File: config.mk
export PLATFORM = sky130hd
export DESIGN_NAME = data_feeder_top
export DESIGN_NICKNAME = d
export VERILOG_FILES = /design/src/hw/feeder_map_pkg.sv /design/src/hw/feeder_types_pkg.sv /design/src/hw/data_feeder_top.sv /design/src/hw/line_word_loader.sv /design/src/hw/line_request_gen.sv /design/src/hw/bus_reg_decode.sv
export SDC_FILE = /design/constraint.sdc
export NUM_CORES = 1
export LEC_CHECK = 0
export BUFFER_PORTS_ARGS = -buffer_cell sky130_fd_sc_hd__buf_2
export CORE_AREA = 5 5 268 270
export CTS_CLUSTER_SIZE = 28
export DETAILED_ROUTE_END_ITERATION = 6
export DIE_AREA = 0 0 273 275
export GPL_TIMING_DRIVEN = 0
export PLACE_DENSITY = 0.78
export SETUP_SLACK_MARGIN = 0.05
export SYNTH_ARGS = -nofsm -noshare
export SYNTH_HDL_FRONTEND = slang
export SYNTH_HIERARCHICAL = 1
export SYNTH_SLANG_ARGS = --single-unit
export TNS_END_PERCENT = 50
File: constraint.sdc
create_clock -name clk_i -period 54.7 [get_ports clk_i]
set_input_delay 8.205 -clock clk_i [delete_from_list [all_inputs] [get_ports clk_i]]
set_output_delay 8.205 -clock clk_i [all_outputs]
set_load 0.02 [all_outputs]
File: src/hw/feeder_map_pkg.sv
`default_nettype none

package feeder_map_pkg;

    // ########################################
    // processor bus
    // ########################################

    localparam int XLEN = 32;

    // each register is one 32-bit word
    localparam logic [XLEN-1:0] REG_CMD      = 32'hC400_0000;
    localparam logic [XLEN-1:0] REG_BUSY     = 32'hC400_0020;

    // load transfer setup
    localparam logic [XLEN-1:0] REG_RD_ADDR  = 32'hC400_2024;
    localparam logic [XLEN-1:0] REG_RD_LEN   = 32'hC400_2028;
    localparam logic [XLEN-1:0] REG_TR       = 32'hC400_2030;
    localparam logic [XLEN-1:0] REG_SRAM_IDX = 32'hC400_2034;
    localparam logic [XLEN-1:0] REG_KIND     = 32'hC400_2038;

    // ########################################
    // line and word geometry
    // ########################################

    // accelerator word
    localparam int WORD_W     = 16;

    // one DRAM line
    localparam int LINE_BYTES = 64;
    localparam int LINE_WORDS = LINE_BYTES / (WORD_W / 8);
    localparam int LINE_W     = LINE_BYTES * 8;

    // byte offset bits inside a line
    localparam int LINE_OFS_W = $clog2(LINE_BYTES);

    // word select bits, byte address bits 5:1
    localparam int WORD_SEL_W = $clog2(LINE_WORDS);

endpackage

`default_nettype wire
File: src/hw/feeder_types_pkg.sv
`default_nettype none

package feeder_types_pkg;

    // length and index fields of the transfer config
    localparam int CFG_FIELD_W = 16;

    // ########################################
    // encodings
    // ########################################

    // other opcodes pass through on direct writes
    typedef enum logic [7:0] {
        OP_LOAD_INPUT  = 8'd9,
        OP_LOAD_WEIGHT = 8'd10
    } tpu_op_e;

    typedef enum logic {
        KIND_INPUT  = 1'b0,
        KIND_WEIGHT = 1'b1
    } word_kind_e;

    typedef enum logic [1:0] {
        REQ_IDLE,
        REQ_WAIT,
        REQ_SEND
    } req_state_e;

    typedef enum logic [1:0] {
        LD_IDLE,
        LD_WAIT_LINE,
        LD_EMIT,
        LD_POP
    } load_state_e;

    // ########################################
    // bundles
    // ########################################

    typedef struct packed {
        logic                            strobe;
        // high for write
        logic                            rw;
        logic [feeder_map_pkg::XLEN-1:0] addr;
        logic [feeder_map_pkg::XLEN-1:0] wdata;
    } bus_req_t;

    typedef struct packed {
        logic                            ready;
        logic [feeder_map_pkg::XLEN-1:0] rdata;
    } bus_rsp_t;

    typedef struct packed {
        logic [feeder_map_pkg::XLEN-1:0] addr;
        logic [CFG_FIELD_W-1:0]          len;
        word_kind_e                      kind;
        logic [CFG_FIELD_W-1:0]          idx;
    } xfer_cfg_t;

    typedef struct packed {
        logic                              valid;
        tpu_op_e                           op;
        logic [feeder_map_pkg::WORD_W-1:0] param_1;
        logic [feeder_map_pkg::WORD_W-1:0] param_2;
    } tpu_cmd_t;

endpackage

`default_nettype wire

File: src/hw/data_feeder_top.sv
`timescale 1ns/1ps
`default_nettype none

module data_feeder_top #(
    parameter int LEN_BITS = 15
) (
    input  wire                               clk_i,
    input  wire                               rst_i,
    input  wire feeder_types_pkg::bus_req_t   bus_i,
    output feeder_types_pkg::bus_rsp_t        bus_o,
    input  wire                               req_full_i,
    output logic                              req_valid_o,
    output logic [feeder_map_pkg::XLEN-1:0]   req_addr_o,
    input  wire                               line_empty_i,
    input  wire [feeder_map_pkg::LINE_W-1:0]  line_data_i,
    output logic                              line_pop_o,
    output feeder_types_pkg::tpu_cmd_t        tpu_cmd_o,
    input  wire                               tpu_busy_i
);

    feeder_types_pkg::xfer_cfg_t cfg;
    feeder_types_pkg::tpu_cmd_t  direct_cmd;
    logic                        start;
    logic                        req_busy;
    logic                        load_busy;

    // ########################################
    // register decode
    // ########################################

    bus_reg_decode #(
        .LEN_BITS (LEN_BITS)
    ) u_decode (
        .clk_i        (clk_i),
        .rst_i        (rst_i),
        .bus_i        (bus_i),
        .bus_o        (bus_o),
        .cfg_o        (cfg),
        .start_o      (start),
        .direct_cmd_o (direct_cmd),
        .req_busy_i   (req_busy),
        .load_busy_i  (load_busy),
        .tpu_busy_i   (tpu_busy_i)
    );

    // ########################################
    // request and load engines
    // ########################################

    line_request_gen #(
        .LEN_BITS (LEN_BITS)
    ) u_req (
        .clk_i       (clk_i),
        .rst_i       (rst_i),
        .start_i     (start),
        .cfg_i       (cfg),
        .req_full_i  (req_full_i),
        .req_valid_o (req_valid_o),
        .req_addr_o  (req_addr_o),
        .busy_o      (req_busy)
    );

    line_word_loader #(
        .LEN_BITS (LEN_BITS)
    ) u_load (
        .clk_i        (clk_i),
        .rst_i        (rst_i),
        .start_i      (start),
        .cfg_i        (cfg),
        .direct_cmd_i (direct_cmd),
        .line_empty_i (line_empty_i),
        .line_data_i  (line_data_i),
        .line_pop_o   (line_pop_o),
        .tpu_cmd_o    (tpu_cmd_o),
        .busy_o       (load_busy)
    );

endmodule

`default_nettype wire

File: src/hw/line_word_loader.sv
`timescale 1ns/1ps
`default_nettype none

module line_word_loader #(
    parameter int LEN_BITS = 15
) (
    input  wire                                clk_i,
    input  wire                                rst_i,
    input  wire                                start_i,
    input  wire feeder_types_pkg::xfer_cfg_t   cfg_i,
    input  wire feeder_types_pkg::tpu_cmd_t    direct_cmd_i,
    input  wire                                line_empty_i,
    input  wire [feeder_map_pkg::LINE_W-1:0]   line_data_i,
    output logic                               line_pop_o,
    output feeder_types_pkg::tpu_cmd_t         tpu_cmd_o,
    output logic                               busy_o
);

    localparam int WW  = feeder_map_pkg::WORD_W;
    localparam int OFS = feeder_map_pkg::LINE_OFS_W;
    localparam int SEL = feeder_map_pkg::WORD_SEL_W;

    feeder_types_pkg::load_state_e   state_q;
    feeder_types_pkg::load_state_e   state_d;
    logic [feeder_map_pkg::LINE_W-1:0] line_q;
    logic [SEL-1:0]                  sel_q;
    logic [LEN_BITS-1:0]             sent_q;
    logic [LEN_BITS-1:0]             idx_q;
    feeder_types_pkg::word_kind_e    kind_q;
    logic [LEN_BITS-1:0]             len;
    logic                            launch;
    logic                            emit_go;
    logic                            last_word;
    logic [WW-1:0]                   word;
    feeder_types_pkg::tpu_op_e       word_op;

    assign len     = cfg_i.len[LEN_BITS-1:0];
    assign launch  = start_i && (len != '0);
    // a direct command holds word emission for that cycle
    assign emit_go = (state_q == feeder_types_pkg::LD_EMIT) && !direct_cmd_i.valid;
    assign last_word = (sel_q == '1) || (sent_q == len - 1'b1);

    always_comb begin
        state_d = state_q;
        case (state_q)
            feeder_types_pkg::LD_IDLE: begin
                if (launch) begin
                    state_d = feeder_types_pkg::LD_WAIT_LINE;
                end
            end
            feeder_types_pkg::LD_WAIT_LINE: begin
                if (!line_empty_i) begin
                    state_d = feeder_types_pkg::LD_EMIT;
                end
            end
            feeder_types_pkg::LD_EMIT: begin
                if (emit_go && last_word) begin
                    state_d = feeder_types_pkg::LD_POP;
                end
            end
            default: begin
                // pop state, counter already holds the words sent
                state_d = (sent_q == len) ? feeder_types_pkg::LD_IDLE
                                          : feeder_types_pkg::LD_WAIT_LINE;
            end
        endcase
    end

    always_ff @(posedge clk_i) begin
        if (rst_i) begin
            state_q <= feeder_types_pkg::LD_IDLE;
            sent_q  <= '0;
        end else begin
            state_q <= state_d;
            if (state_q == feeder_types_pkg::LD_IDLE && launch) begin
                sent_q <= '0;
            end else if (emit_go) begin
                sent_q <= sent_q + 1'b1;
            end
        end
    end

    // word pointer from byte address bits 5:1, wraps at the line end
    always_ff @(posedge clk_i) begin
        if (state_q == feeder_types_pkg::LD_IDLE && launch) begin
            sel_q  <= cfg_i.addr[OFS-1:1];
            idx_q  <= cfg_i.idx[LEN_BITS-1:0];
            kind_q <= cfg_i.kind;
        end else if (emit_go) begin
            sel_q <= sel_q + 1'b1;
            idx_q <= idx_q + 1'b1;
        end
    end

    // head line of the FIFO
    always_ff @(posedge clk_i) begin
        if (state_q == feeder_types_pkg::LD_WAIT_LINE && !line_empty_i) begin
            line_q <= line_data_i;
        end
    end

    assign word    = line_q[sel_q*WW +: WW];
    assign word_op = (kind_q == feeder_types_pkg::KIND_WEIGHT) ?
                     feeder_types_pkg::OP_LOAD_WEIGHT : feeder_types_pkg::OP_LOAD_INPUT;

    always_comb begin
        if (direct_cmd_i.valid) begin
            tpu_cmd_o = direct_cmd_i;
        end else begin
            tpu_cmd_o.valid   = emit_go;
            tpu_cmd_o.op      = word_op;
            tpu_cmd_o.param_1 = word;
            tpu_cmd_o.param_2 = WW'(idx_q);
        end
    end

    assign line_pop_o = (state_q == feeder_types_pkg::LD_POP);
    assign busy_o     = (state_q != feeder_types_pkg::LD_IDLE);

    // the popped line is the one captured earlier, so the FIFO still holds it
    a_pop_not_empty: assert property (
        @(posedge clk_i) disable iff (rst_i) line_pop_o |-> !line_empty_i
    );

endmodule

`default_nettype wire

File: src/hw/line_request_gen.sv
`timescale 1ns/1ps
`default_nettype none

module line_request_gen #(
    parameter int LEN_BITS = 15
) (
    input  wire                               clk_i,
    input  wire                               rst_i,
    input  wire                               start_i,
    input  wire feeder_types_pkg::xfer_cfg_t  cfg_i,
    input  wire                               req_full_i,
    output logic                              req_valid_o,
    output logic [feeder_map_pkg::XLEN-1:0]   req_addr_o,
    output logic                              busy_o
);

    localparam int OFS = feeder_map_pkg::LINE_OFS_W;
    localparam int XW  = feeder_map_pkg::XLEN;

    feeder_types_pkg::req_state_e state_q;
    feeder_types_pkg::req_state_e state_d;
    logic [XW-1:0]                addr_q;
    logic [LEN_BITS:0]            cnt_q;
    logic [OFS-1:0]               remain;
    logic [LEN_BITS:0]            cnt_next;
    logic                         last_req;
    logic                         launch;

    // words left in the current line (1 to 32)
    assign remain   = OFS'(feeder_map_pkg::LINE_WORDS) - OFS'(addr_q[OFS-1:1]);
    assign cnt_next = cnt_q + (LEN_BITS+1)'(remain);
    assign last_req = cnt_next >= {1'b0, cfg_i.len[LEN_BITS-1:0]};
    assign launch   = start_i && (cfg_i.len[LEN_BITS-1:0] != '0);

    always_comb begin
        state_d = state_q;
        case (state_q)
            feeder_types_pkg::REQ_IDLE: begin
                if (launch) begin
                    state_d = feeder_types_pkg::REQ_WAIT;
                end
            end
            feeder_types_pkg::REQ_WAIT: begin
                if (!req_full_i) begin
                    state_d = feeder_types_pkg::REQ_SEND;
                end
            end
            feeder_types_pkg::REQ_SEND: begin
                state_d = last_req ? feeder_types_pkg::REQ_IDLE : feeder_types_pkg::REQ_WAIT;
            end
            default: begin
                state_d = feeder_types_pkg::REQ_IDLE;
            end
        endcase
    end

    always_ff @(posedge clk_i) begin
        if (rst_i) begin
            state_q <= feeder_types_pkg::REQ_IDLE;
            cnt_q   <= '0;
        end else begin
            state_q <= state_d;
            if (state_q == feeder_types_pkg::REQ_IDLE && launch) begin
                cnt_q <= '0;
            end else if (state_q == feeder_types_pkg::REQ_SEND) begin
                cnt_q <= cnt_next;
            end
        end
    end

    // first request at the start address and later ones on line boundaries
    always_ff @(posedge clk_i) begin
        if (state_q == feeder_types_pkg::REQ_IDLE && launch) begin
            addr_q <= cfg_i.addr;
        end else if (state_q == feeder_types_pkg::REQ_SEND) begin
            addr_q <= {addr_q[XW-1:OFS] + 1'b1, {OFS{1'b0}}};
        end
    end

    assign req_valid_o = (state_q == feeder_types_pkg::REQ_SEND);
    assign req_addr_o  = addr_q;
    assign busy_o      = (state_q != feeder_types_pkg::REQ_IDLE);

    // no request once the requested words cover the length
    a_no_req_past_len: assert property (
        @(posedge clk_i) disable iff (rst_i)
        req_valid_o |-> (cnt_q < {1'b0, cfg_i.len[LEN_BITS-1:0]})
    );

endmodule

`default_nettype wire

File: src/hw/bus_reg_decode.sv
`timescale 1ns/1ps
`default_nettype none

module bus_reg_decode #(
    parameter int LEN_BITS = 15
) (
    input  wire                            clk_i,
    input  wire                            rst_i,
    input  wire feeder_types_pkg::bus_req_t bus_i,
    output feeder_types_pkg::bus_rsp_t     bus_o,
    output feeder_types_pkg::xfer_cfg_t    cfg_o,
    output logic                           start_o,
    output feeder_types_pkg::tpu_cmd_t     direct_cmd_o,
    input  wire                            req_busy_i,
    input  wire                            load_busy_i,
    input  wire                            tpu_busy_i
);

    localparam int FIELD_W = feeder_types_pkg::CFG_FIELD_W;
    localparam int WW      = feeder_map_pkg::WORD_W;
    localparam int XW      = feeder_map_pkg::XLEN;

    logic                         wr_en;
    logic                         rd_en;
    logic                         busy;
    feeder_types_pkg::xfer_cfg_t  cfg_q;
    logic                         ready_q;
    logic [XW-1:0]                rdata_q;
    logic                         cmd_valid_q;
    feeder_types_pkg::tpu_op_e    cmd_op_q;
    logic [WW-1:0]                cmd_p1_q;
    logic [WW-1:0]                cmd_p2_q;

    assign wr_en = bus_i.strobe && bus_i.rw;
    assign rd_en = bus_i.strobe && !bus_i.rw;

    // start pulse counts as busy until the engines leave idle
    assign busy = tpu_busy_i || req_busy_i || load_busy_i || start_o;

    // ########################################
    // transfer config
    // ########################################

    always_ff @(posedge clk_i) begin
        if (rst_i) begin
            cfg_q <= '0;
        end else if (wr_en) begin
            case (bus_i.addr)
                feeder_map_pkg::REG_RD_ADDR: begin
                    cfg_q.addr <= bus_i.wdata;
                end
                feeder_map_pkg::REG_RD_LEN: begin
                    cfg_q.len <= FIELD_W'(bus_i.wdata[LEN_BITS-1:0]);
                end
                feeder_map_pkg::REG_KIND: begin
                    cfg_q.kind <= feeder_types_pkg::word_kind_e'(bus_i.wdata[0]);
                end
                feeder_map_pkg::REG_SRAM_IDX: begin
                    cfg_q.idx <= FIELD_W'(bus_i.wdata[LEN_BITS-1:0]);
                end
                default: begin
                end
            endcase
        end
    end

    assign cfg_o = cfg_q;

    // ########################################
    // pulses and bus response
    // ########################################

    always_ff @(posedge clk_i) begin
        if (rst_i) begin
            start_o     <= 1'b0;
            cmd_valid_q <= 1'b0;
            ready_q     <= 1'b0;
        end else begin
            start_o     <= wr_en && (bus_i.addr == feeder_map_pkg::REG_TR) && bus_i.wdata[0];
            cmd_valid_q <= wr_en && (bus_i.addr == feeder_map_pkg::REG_CMD);
            ready_q     <= bus_i.strobe;
        end
    end

    // direct command with the data word in the upper half and the config index
    always_ff @(posedge clk_i) begin
        if (wr_en && (bus_i.addr == feeder_map_pkg::REG_CMD)) begin
            cmd_op_q <= feeder_types_pkg::tpu_op_e'(bus_i.wdata[7:0]);
            cmd_p1_q <= bus_i.wdata[XW-1 -: WW];
            cmd_p2_q <= WW'(cfg_q.idx);
        end
    end

    // only the busy flag reads back and other addresses return 0
    always_ff @(posedge clk_i) begin
        if (rd_en && (bus_i.addr == feeder_map_pkg::REG_BUSY)) begin
            rdata_q <= XW'(busy);
        end else begin
            rdata_q <= '0;
        end
    end

    assign direct_cmd_o.valid   = cmd_valid_q;
    assign direct_cmd_o.op      = cmd_op_q;
    assign direct_cmd_o.param_1 = cmd_p1_q;
    assign direct_cmd_o.param_2 = cmd_p2_q;

    assign bus_o.ready = ready_q;
    assign bus_o.rdata = rdata_q;

    // a start with a nonzero length takes both engines out of idle
    a_start_wakes_engines: assert property (
        @(posedge clk_i) disable iff (rst_i)
        start_o && (cfg_q.len[LEN_BITS-1:0] != '0) |=> req_busy_i && load_busy_i
    );

endmodule

`default_nettype wire

==> flow_metrics.tcl, run 1 <==
set metrics [dict create \
    cts_max_level 3 \
    first_global_vias 21194 \
    final_common_cell "buf_2" \
    portBuffers 658 \
    crit_fanout 10 \
    finalHoldViolations 0 \
    cp_slowest_stage_delay_ns 0.85 \
    grt_max_degree 41 \
    status "completed" \
    start_kind "flop" \
    power.density_nw_per_um2 30.4 \
    gp_congestion 0.976 \
    rsz0062_at_grt "no" \
    clock_path_buffers 3 \
    setup_viol 0 \
    report.final.slew_viol_count 0 \
    worstSkewPairLatency_ns 0.62 \
    relSlewSlack_pct 20.2 \
    tightest_slew_ns 1.20 \
    netlist_instances 1851 \
    chipWidth_um 273 \
    cpLargestDelayFamily "buffers and inverters" \
    holdBufCountCts 0 \
    fillers 5410 \
    required_ns 46.50 \
    initial_core_util_pct 43.7 \
    clock_sink_count 706 \
    antenna_found_initial 56 \
    instances_no_fill 3676 \
    total_power_w 0.00115 \
    grt_use_met2_pct 45.7 \
    layout.nets 3255 \
    syn_avg_cell_area_um2 16.4 \
    use_met3_pct 6.08 \
    overflow 0 \
    grt_usage_pct 25.5 \
    final_util_pct 54.8 \
    final.min_clock_period_ns 12.98 \
    wl_per_cell_um 27.0 \
    vias 20290 \
    crit_slowest_cell "buf_1" \
    path_cells "clkbuf_1, buf_2, buf_1, mux4_2, mux4_2, mux2i_1, o21ai_0, buf_2" \
    drive_gt1_share_pct 39.6 \
    crit_arrival_ns 4.78 \
    clk_pin_slew_worst_paths_ns 0.06 \
    syn_to_final_growth_pct 25.4 \
    numCtsBuffers 76 \
    grt.met1_usage_pct 29.6 \
    syn_area_um2 30300 \
    detailed_place_hpwl_mm 77.9 \
    hold_class "reg2reg" \
    mostFrequentLayoutCells "buf_2, edfxtp_1, mux4_2, dfxtp_1, nand2_1" \
    cap_violations 0 \
    ant_nets 0 \
    top_usage_layer "met2" \
    core_um2 69300 \
    grt_pass1_wl_mm 139 \
    cp-end-kind "primary output" \
    tns_ns 0 \
    cts_tree "done" \
    r2r_slack_ns 50.90 \
    post_cts_buffers 0 \
    dieArea_um2 75100 \
    peakVddDrop_v 0.0000296 \
    cts_root_buffer "clkbuf_16" \
    hold_slack_ns 0.440 \
    rows 97 \
    yosys_warnings 6 \
    first_pass_iters 5 \
    die_h_um 275 \
    p_leak_nw 13.9 \
    fin_worst_skew_ns 0.0394 \
    drt_iter0_drc 2265 \
    drc_errors 0 \
    finalWirelength_mm 99.2 \
    routed_via_density 5.52 \
    fmax_mhz 77.0 \
    path_buf_inv 4 \
    io_pins 691 \
    cts_resized 0 \
    crit_type "reg2out" \
    placed_cells 3499 \
    fin_crit_sh_pct 23.7 \
]
## path summary, 6_finish.rpt
path | cells after the start | to | start
hold reg to reg | 0 | u_load/kind_q$_DFFE_PP_ | u_decode/cfg_o[16]$_SDFFE_PP0P_
hold / removal | 0 | u_load/kind_q$_DFFE_PP_ | u_decode/cfg_o[16]$_SDFFE_PP0P_
setup reg to reg | 13 | u_req/state_q[0]$_SDFFE_PP0P_ | u_req/req_addr_o[3]$_SDFFCE_PN0P_
setup / recovery | 8 | tpu_cmd_o[16] | u_load/sel_q[0]$_DFFE_PP_
## per-stage QoR
step | cell area [um2] | setup slack [ns]
3_5_place_dp | 35200 | 42.24
4_1_cts | 37900 | 41.55
3_3_place_gp | 34900 | 15.92
6_report | 38000 | 41.72
5_1_grt | 37900 | 41.46
2_1_floorplan | 30400 | 22.43
## power by group
part	switching, W	leakage [nW]	internal (W)
sequential	0.0000000479	6.15	0.000583
combinational	0.0000173	6.50	0.0000188
clock	0.000219	1.26	0.000317
total	0.000237	13.9	0.000918
## routing by layer
layer / wire length (um) / vias up / part of all wire [%]
met5: 139 / - / 0.14
met4: 4360 / 22 / 4.4
met3: 8890 / 253 / 9.0
met2: 51500 / 1190 / 52
met1: 34400 / 10046 / 35
li1: - / 8779 / -
## flip-flops by register name, summed over array words and instances (netlist names)
signal	flops
u_load/state_q	2
u_decode/ready_q	1
u_decode/cfg_o	63
u_decode/start_o	1
u_load/line_q	512
u_decode/rdata_q	1
u_decode/cmd_op_q	8
u_req/state_q	2
u_load/sel_q	5
u_req/req_addr_o	32
u_load/sent_q	15
u_req/cnt_q	16
u_decode/cmd_p2_q	15
u_load/kind_q	1
u_decode/cmd_valid_q	1
u_decode/cmd_p1_q	16
u_load/idx_q	15
## area by class of cell
type                       count  area (um2)  area share, %
sequential                   706       20200           53.1
multi-input combinational    999        9330           24.6
timing repair buffer         678        3670           9.65
clock buffer                  96        2010           5.29
tap                          940        1180           3.10
buffer                       137         741           1.95
clock inverter                45         629           1.66
inverter                      40         150          0.395
antenna                       35        87.6          0.231
Power figures use the tool's default switching activity.
==> run 2, diff against run 1 <==
- CORE_AREA: 5 5 268 270 -> 5 5 263 265
- DIE_AREA: 0 0 273 275 -> 0 0 268 270
- PLACE_DENSITY: 0.78 -> 0.83
- clock period: 54.7 -> 10.77 ns (I/O delays scaled with it)
==> flow_metrics.tcl, run 2 (synthesis results as in run 1) <==
set metrics [dict create \
    status "completed" \
    gp_congestion 0.935 \
    finalHoldViolations 0 \
    worstRegToRegCells 17 \
    final_common_cell "buf_2" \
    ant_nets 0 \
    required_ns 9.15 \
    rows 95 \
    grt_max_degree 39 \
    finalWirelength_mm 105 \
    cts_resized 0 \
    report.final.slew_viol_count 0 \
    detailed_place_hpwl_mm 80.3 \
    chipWidth_um 268 \
    grt_usage_pct 28.1 \
    dieArea_um2 72400 \
    core_um2 66600 \
    drive_gt1_share_pct 39.8 \
    vias 20934 \
    final.min_clock_period_ns 6.38 \
    holdBufCountCts 0 \
    peakVddDrop_v 0.000199 \
    min_to "u_req/cnt_q[5]$_SDFFE_PP0P_" \
    clock_sink_count 706 \
    start_kind "flop" \
    r2r-start "u_req/req_addr_o[1]$_SDFFCE_PN0P_" \
    wl_per_cell_um 29.1 \
    path_cells "clkbuf_1, buf_2, buf_1, mux4_2, mux4_2, mux2i_1, o21ai_0, buf_2" \
    rsz0062_at_grt "no" \
    clock_path_buffers 3 \
    crit_slowest_cell "buf_1" \
    hp-start "u_req/cnt_q[5]$_SDFFE_PP0P_" \
    cts_root_buffer "clkbuf_16" \
    die_h_um 270 \
    fillers 5058 \
    io_pins 691 \
    antenna_found_initial 71 \
    tns_ns 0 \
    dpl_cell_area_um2 35200 \
    cp_slowest_stage_delay_ns 0.86 \
    final_area_um2 37700 \
    clk_pin_slew_worst_paths_ns 0.06 \
    layout.nets 3253 \
    tightest_slew_ns 1.28 \
    numCtsBuffers 75 \
    routed_via_density 5.78 \
    crit_fanout 10 \
    relSlewSlack_pct 14.8 \
    path_buf_inv 4 \
    power.density_nw_per_um2 151 \
    cap_violations 0 \
    hold_depth 2 \
    mostFrequentLayoutCells "buf_2, edfxtp_1, mux4_2, dfxtp_1, nand2_1" \
    instances_no_fill 3620 \
    hold_class "reg2reg" \
    worstSkewPairLatency_ns 0.63 \
    grt_pass1_wl_mm 147 \
    portBuffers 658 \
    initial_core_util_pct 45.5 \
    crit_arrival_ns 4.76 \
    fmax_mhz 157 \
    r2r_slack_ns 7.09 \
    cts_tree "done" \
    overflow 0 \
    largest-register "u_load/line_q" \
    cpLargestDelayFamily "buffers and inverters" \
    cts_max_level 3 \
    p_leak_nw 13.8 \
    rr_endpoint "u_req/state_q[0]$_SDFFE_PP0P_" \
    first_pass_iters 5 \
    placed_cells 3432 \
    largest_register_ffs 512 \
    seqCellArea_um2 20200 \
    post_cts_buffers 0 \
    fin_worst_skew_ns 0.0315 \
    multi_input_area_um2 9330 \
    syn_to_final_growth_pct 24.6 \
    cp-end-kind "primary output" \
    fin_crit_sh_pct 59.2 \
    first_global_vias 21335 \
    drc_errors 0 \
    drt_iter0_drc 2805 \
    crit_type "reg2out" \
    setup_viol 0 \
]
[run 2: changes by cell type in the layout (fill, tap and decap cells not counted), moves of 4 or more]
cell / change
clkinv_1: -4
clkbuf_8: +4
bufinv_16: -9
clkbuf_1: -7
diode_2: +21
[run 2: area by class of cell]
cell class | count | area share (%)
inverter | 40 | 0.398
antenna | 56 | 0.371
clock buffer | 92 | 5.33
clock inverter | 40 | 1.07
multi-input combinational | 999 | 24.7
timing repair buffer | 677 | 9.75
sequential | 706 | 53.5
buffer | 137 | 1.96
tap | 873 | 2.89
[run 2: metrics by stage]
| step | hold slack [ns] | power [W] | utilization, % | setup WS (ns) |
|---|---|---|---|---|
| finish | 0.459 | 0.00568 | 56.7 | 4.39 |
| global placement | 0.434 | 0.00318 | 52.3 | -1.22 |
| global route | 0.463 | 0.00584 | 56.6 | 4.11 |
| detailed placement | 0.436 | 0.00319 | 52.8 | 5.03 |
| CTS | 0.451 | 0.00570 | 56.5 | 4.31 |
| floorplan | 0.409 | 0.00305 | - | 1.22 |
[run 2: power breakdown]
group          internal (W)  leakage, nW  total (W)  switching (W)
Combinational     0.0000918         6.48   0.000176      0.0000839
Clock               0.00140         1.17    0.00255        0.00114
Sequential          0.00296         6.18    0.00296    0.000000150
Total               0.00445         13.8    0.00568        0.00123
[run 2: worst max-delay path by stage]
stage	startpoint	end	slack (ns)	depth (start not counted)
floorplan	line_empty_i	u_load/line_q[0]$_DFFE_PP_	1.22	1
global placement	line_empty_i	u_load/line_q[389]$_DFFE_PP_	-1.22	2
detailed placement	u_load/sel_q[0]$_DFFE_PP_	tpu_cmd_o[18]	5.03	8
CTS	u_load/sel_q[0]$_DFFE_PP_	tpu_cmd_o[18]	4.31	8
global route	u_load/sel_q[0]$_DFFE_PP_	tpu_cmd_o[18]	4.11	8
finish	u_load/sel_q[0]$_DFFE_PP_	tpu_cmd_o[20]	4.39	8
[run 2: tightest hold or removal path, delay by kind of cell (launching register included)]
kind / cells / cell delay (ns)
AOI/OAI and AO/OA: 1 / 0.05
and+or+nand+nor: 1 / 0.05
DFF: 1 / 0.31
[run 2: routing by layer]
metal,GRT usage (%),vias up,wire [um]
li1,-,8769,-
met3,7.79,285,11300
met5,0,-,140
met4,13.5,22,6190
met1,34.1,10367,36000
met2,46.6,1491,51700
==> run 3, diff against run 2 <==
- CORE_AREA: 5 5 263 265 -> 5 5 268 270
- DIE_AREA: 0 0 268 270 -> 0 0 273 275
- PLACE_DENSITY: 0.83 -> 0.78
- clock period: 10.77 -> 6.5 ns (I/O delays scaled with it)
==> flow_metrics.tcl, run 3 (synthesis results as in run 1) <==
set metrics [dict create \
    finalHoldViolations 0 \
    clk_pin_slew_worst_paths_ns 0.06 \
    wl_per_cell_um 26.8 \
    layout.nets 3255 \
    cts_tree "done" \
    core_um2 69300 \
    chipWidth_um 273 \
    drt_iter0_drc 2258 \
    fillers 5453 \
    rr_endpoint "u_req/state_q[0]$_SDFFE_PP0P_" \
    r2r_slack_ns 2.76 \
    first_global_vias 20942 \
    drc_errors 0 \
    post_cts_buffers 0 \
    grt_pass1_wl_mm 139 \
    drive_gt1_share_pct 39.5 \
    start_kind "flop" \
    hold_depth 0 \
    fin_crit_sh_pct 89.1 \
    power.density_nw_per_um2 252 \
    ant_nets 0 \
    rows 97 \
    numCtsBuffers 75 \
    hold_class "reg2reg" \
    p_leak_nw 13.9 \
    peakVddDrop_v 0.000277 \
    p_int_w 0.00760 \
    first_pass_iters 7 \
    fmax_mhz 173 \
    worstSkewPairLatency_ns 0.64 \
    cts_resized 0 \
    total_power_w 0.00954 \
    largest-register "u_load/line_q" \
    cp-end-kind "primary output" \
    largest_register_ffs 512 \
    mostFrequentLayoutCells "buf_2, edfxtp_1, mux4_2, dfxtp_1, nand2_1" \
    crit_type "reg2out" \
    min_to "u_load/kind_q$_DFFE_PP_" \
    portBuffers 658 \
    pwr-share-clk_pct 45.7 \
    seqPwrFrac_pct 51.4 \
    detailed_place_hpwl_mm 76.9 \
    hold_slack_ns 0.438 \
    worstRegToRegCells 13 \
    status "completed" \
    cts_root_buffer "clkbuf_16" \
    required_ns 5.52 \
    setup_viol 0 \
    clock_path_buffers 3 \
    dieArea_um2 75100 \
    syn_to_final_growth_pct 25.2 \
    cts_max_level 3 \
    crit_arrival_ns 4.81 \
    finalWirelength_mm 98.3 \
    io_pins 691 \
    sw_frac_of_total_pct 20.3 \
    grt_max_degree 40 \
    crit_fanout 10 \
    die_h_um 275 \
    tightest_slew_ns 1.38 \
    final_common_cell "buf_2" \
    fin_worst_skew_ns 0.0299 \
    relSlewSlack_pct 7.83 \
    clock_sink_count 706 \
    overflow 0 \
    switchingPower_w 0.00194 \
    initial_core_util_pct 43.7 \
    combinationalPowerShare_pct 3.0 \
    hp-start "u_decode/cfg_o[16]$_SDFFE_PP0P_" \
    rsz0062_at_grt "no" \
    r2r-start "u_req/req_addr_o[3]$_SDFFCE_PN0P_" \
    holdBufCountCts 0 \
    cap_violations 0 \
    routed_via_density 5.52 \
    final.min_clock_period_ns 5.79 \
    vias 20263 \
    antenna_found_initial 59 \
    gp_congestion 0.937 \
    report.final.slew_viol_count 0 \
    grt_usage_pct 25.4 \
]
run 3: metrics by stage:
step                cell area (um2)  setup slack (ns)  utilization (%)  cells  TNS [ns]
finish                        37900             0.711             54.7   3673         0
global route                  37900             0.287             54.7   3667         0
CTS                           37800             0.359             54.5   3637         0
detailed placement            35300              1.04             50.9   3500         0
global placement              34900             -4.91             50.3   3480  -2485.89
floorplan                     30400             -2.41                -   1882  -1233.58
run 3: critical path: stages, from the launching register on:
cell,delay (ns)
edfxtp_1,0.37
clkbuf_1,0.35
buf_2,0.32
buf_1,0.87
mux4_2,0.71
mux4_2,0.48
mux2i_1,0.61
o21ai_0,0.26
buf_2,0.22
run 3: per-layer routing:
layer	wire length [um]	GRT usage (%)	vias to the layer above
met5	170	0	-
met4	3720	10.9	26
met3	8940	5.64	240
met2	51100	44.7	1248
met1	34400	30.2	9970
li1	-	-	8779
run 3: power by group through the flow:
stage               Clock, W  Sequential (W)  Combinational (W)
global placement           0         0.00500           0.000268
floorplan                  0         0.00500          0.0000619
finish               0.00436         0.00490           0.000282
CTS                  0.00442         0.00490           0.000277
global route         0.00463         0.00490           0.000303
detailed placement         0         0.00500           0.000276
run 3: how the worst max path moves through the flow:
stage	start	end	slack (ns)
after global routing	u_load/sel_q[0]$_DFFE_PP_	tpu_cmd_o[18]	0.29
final	u_load/sel_q[0]$_DFFE_PP_	tpu_cmd_o[18]	0.71
after floorplan	line_empty_i	u_load/line_q[0]$_DFFE_PP_	-2.41
after global placement	line_empty_i	u_load/line_q[261]$_DFFE_PP_	-4.91
after CTS	u_load/sel_q[0]$_DFFE_PP_	tpu_cmd_o[18]	0.36
after detailed placement	u_load/sel_q[0]$_DFFE_PP_	tpu_cmd_o[18]	1.04
run 3: area by class of cell:
cell class	instances	area, um2	share of cell area [%]
antenna	35	87.6	0.231
buffer	137	741	1.95
clock buffer	105	2080	5.49
clock inverter	32	450	1.19
inverter	40	150	0.396
multi-input combinational	999	9330	24.6
sequential	706	20200	53.3
tap	940	1180	3.10
timing repair buffer	679	3700	9.75
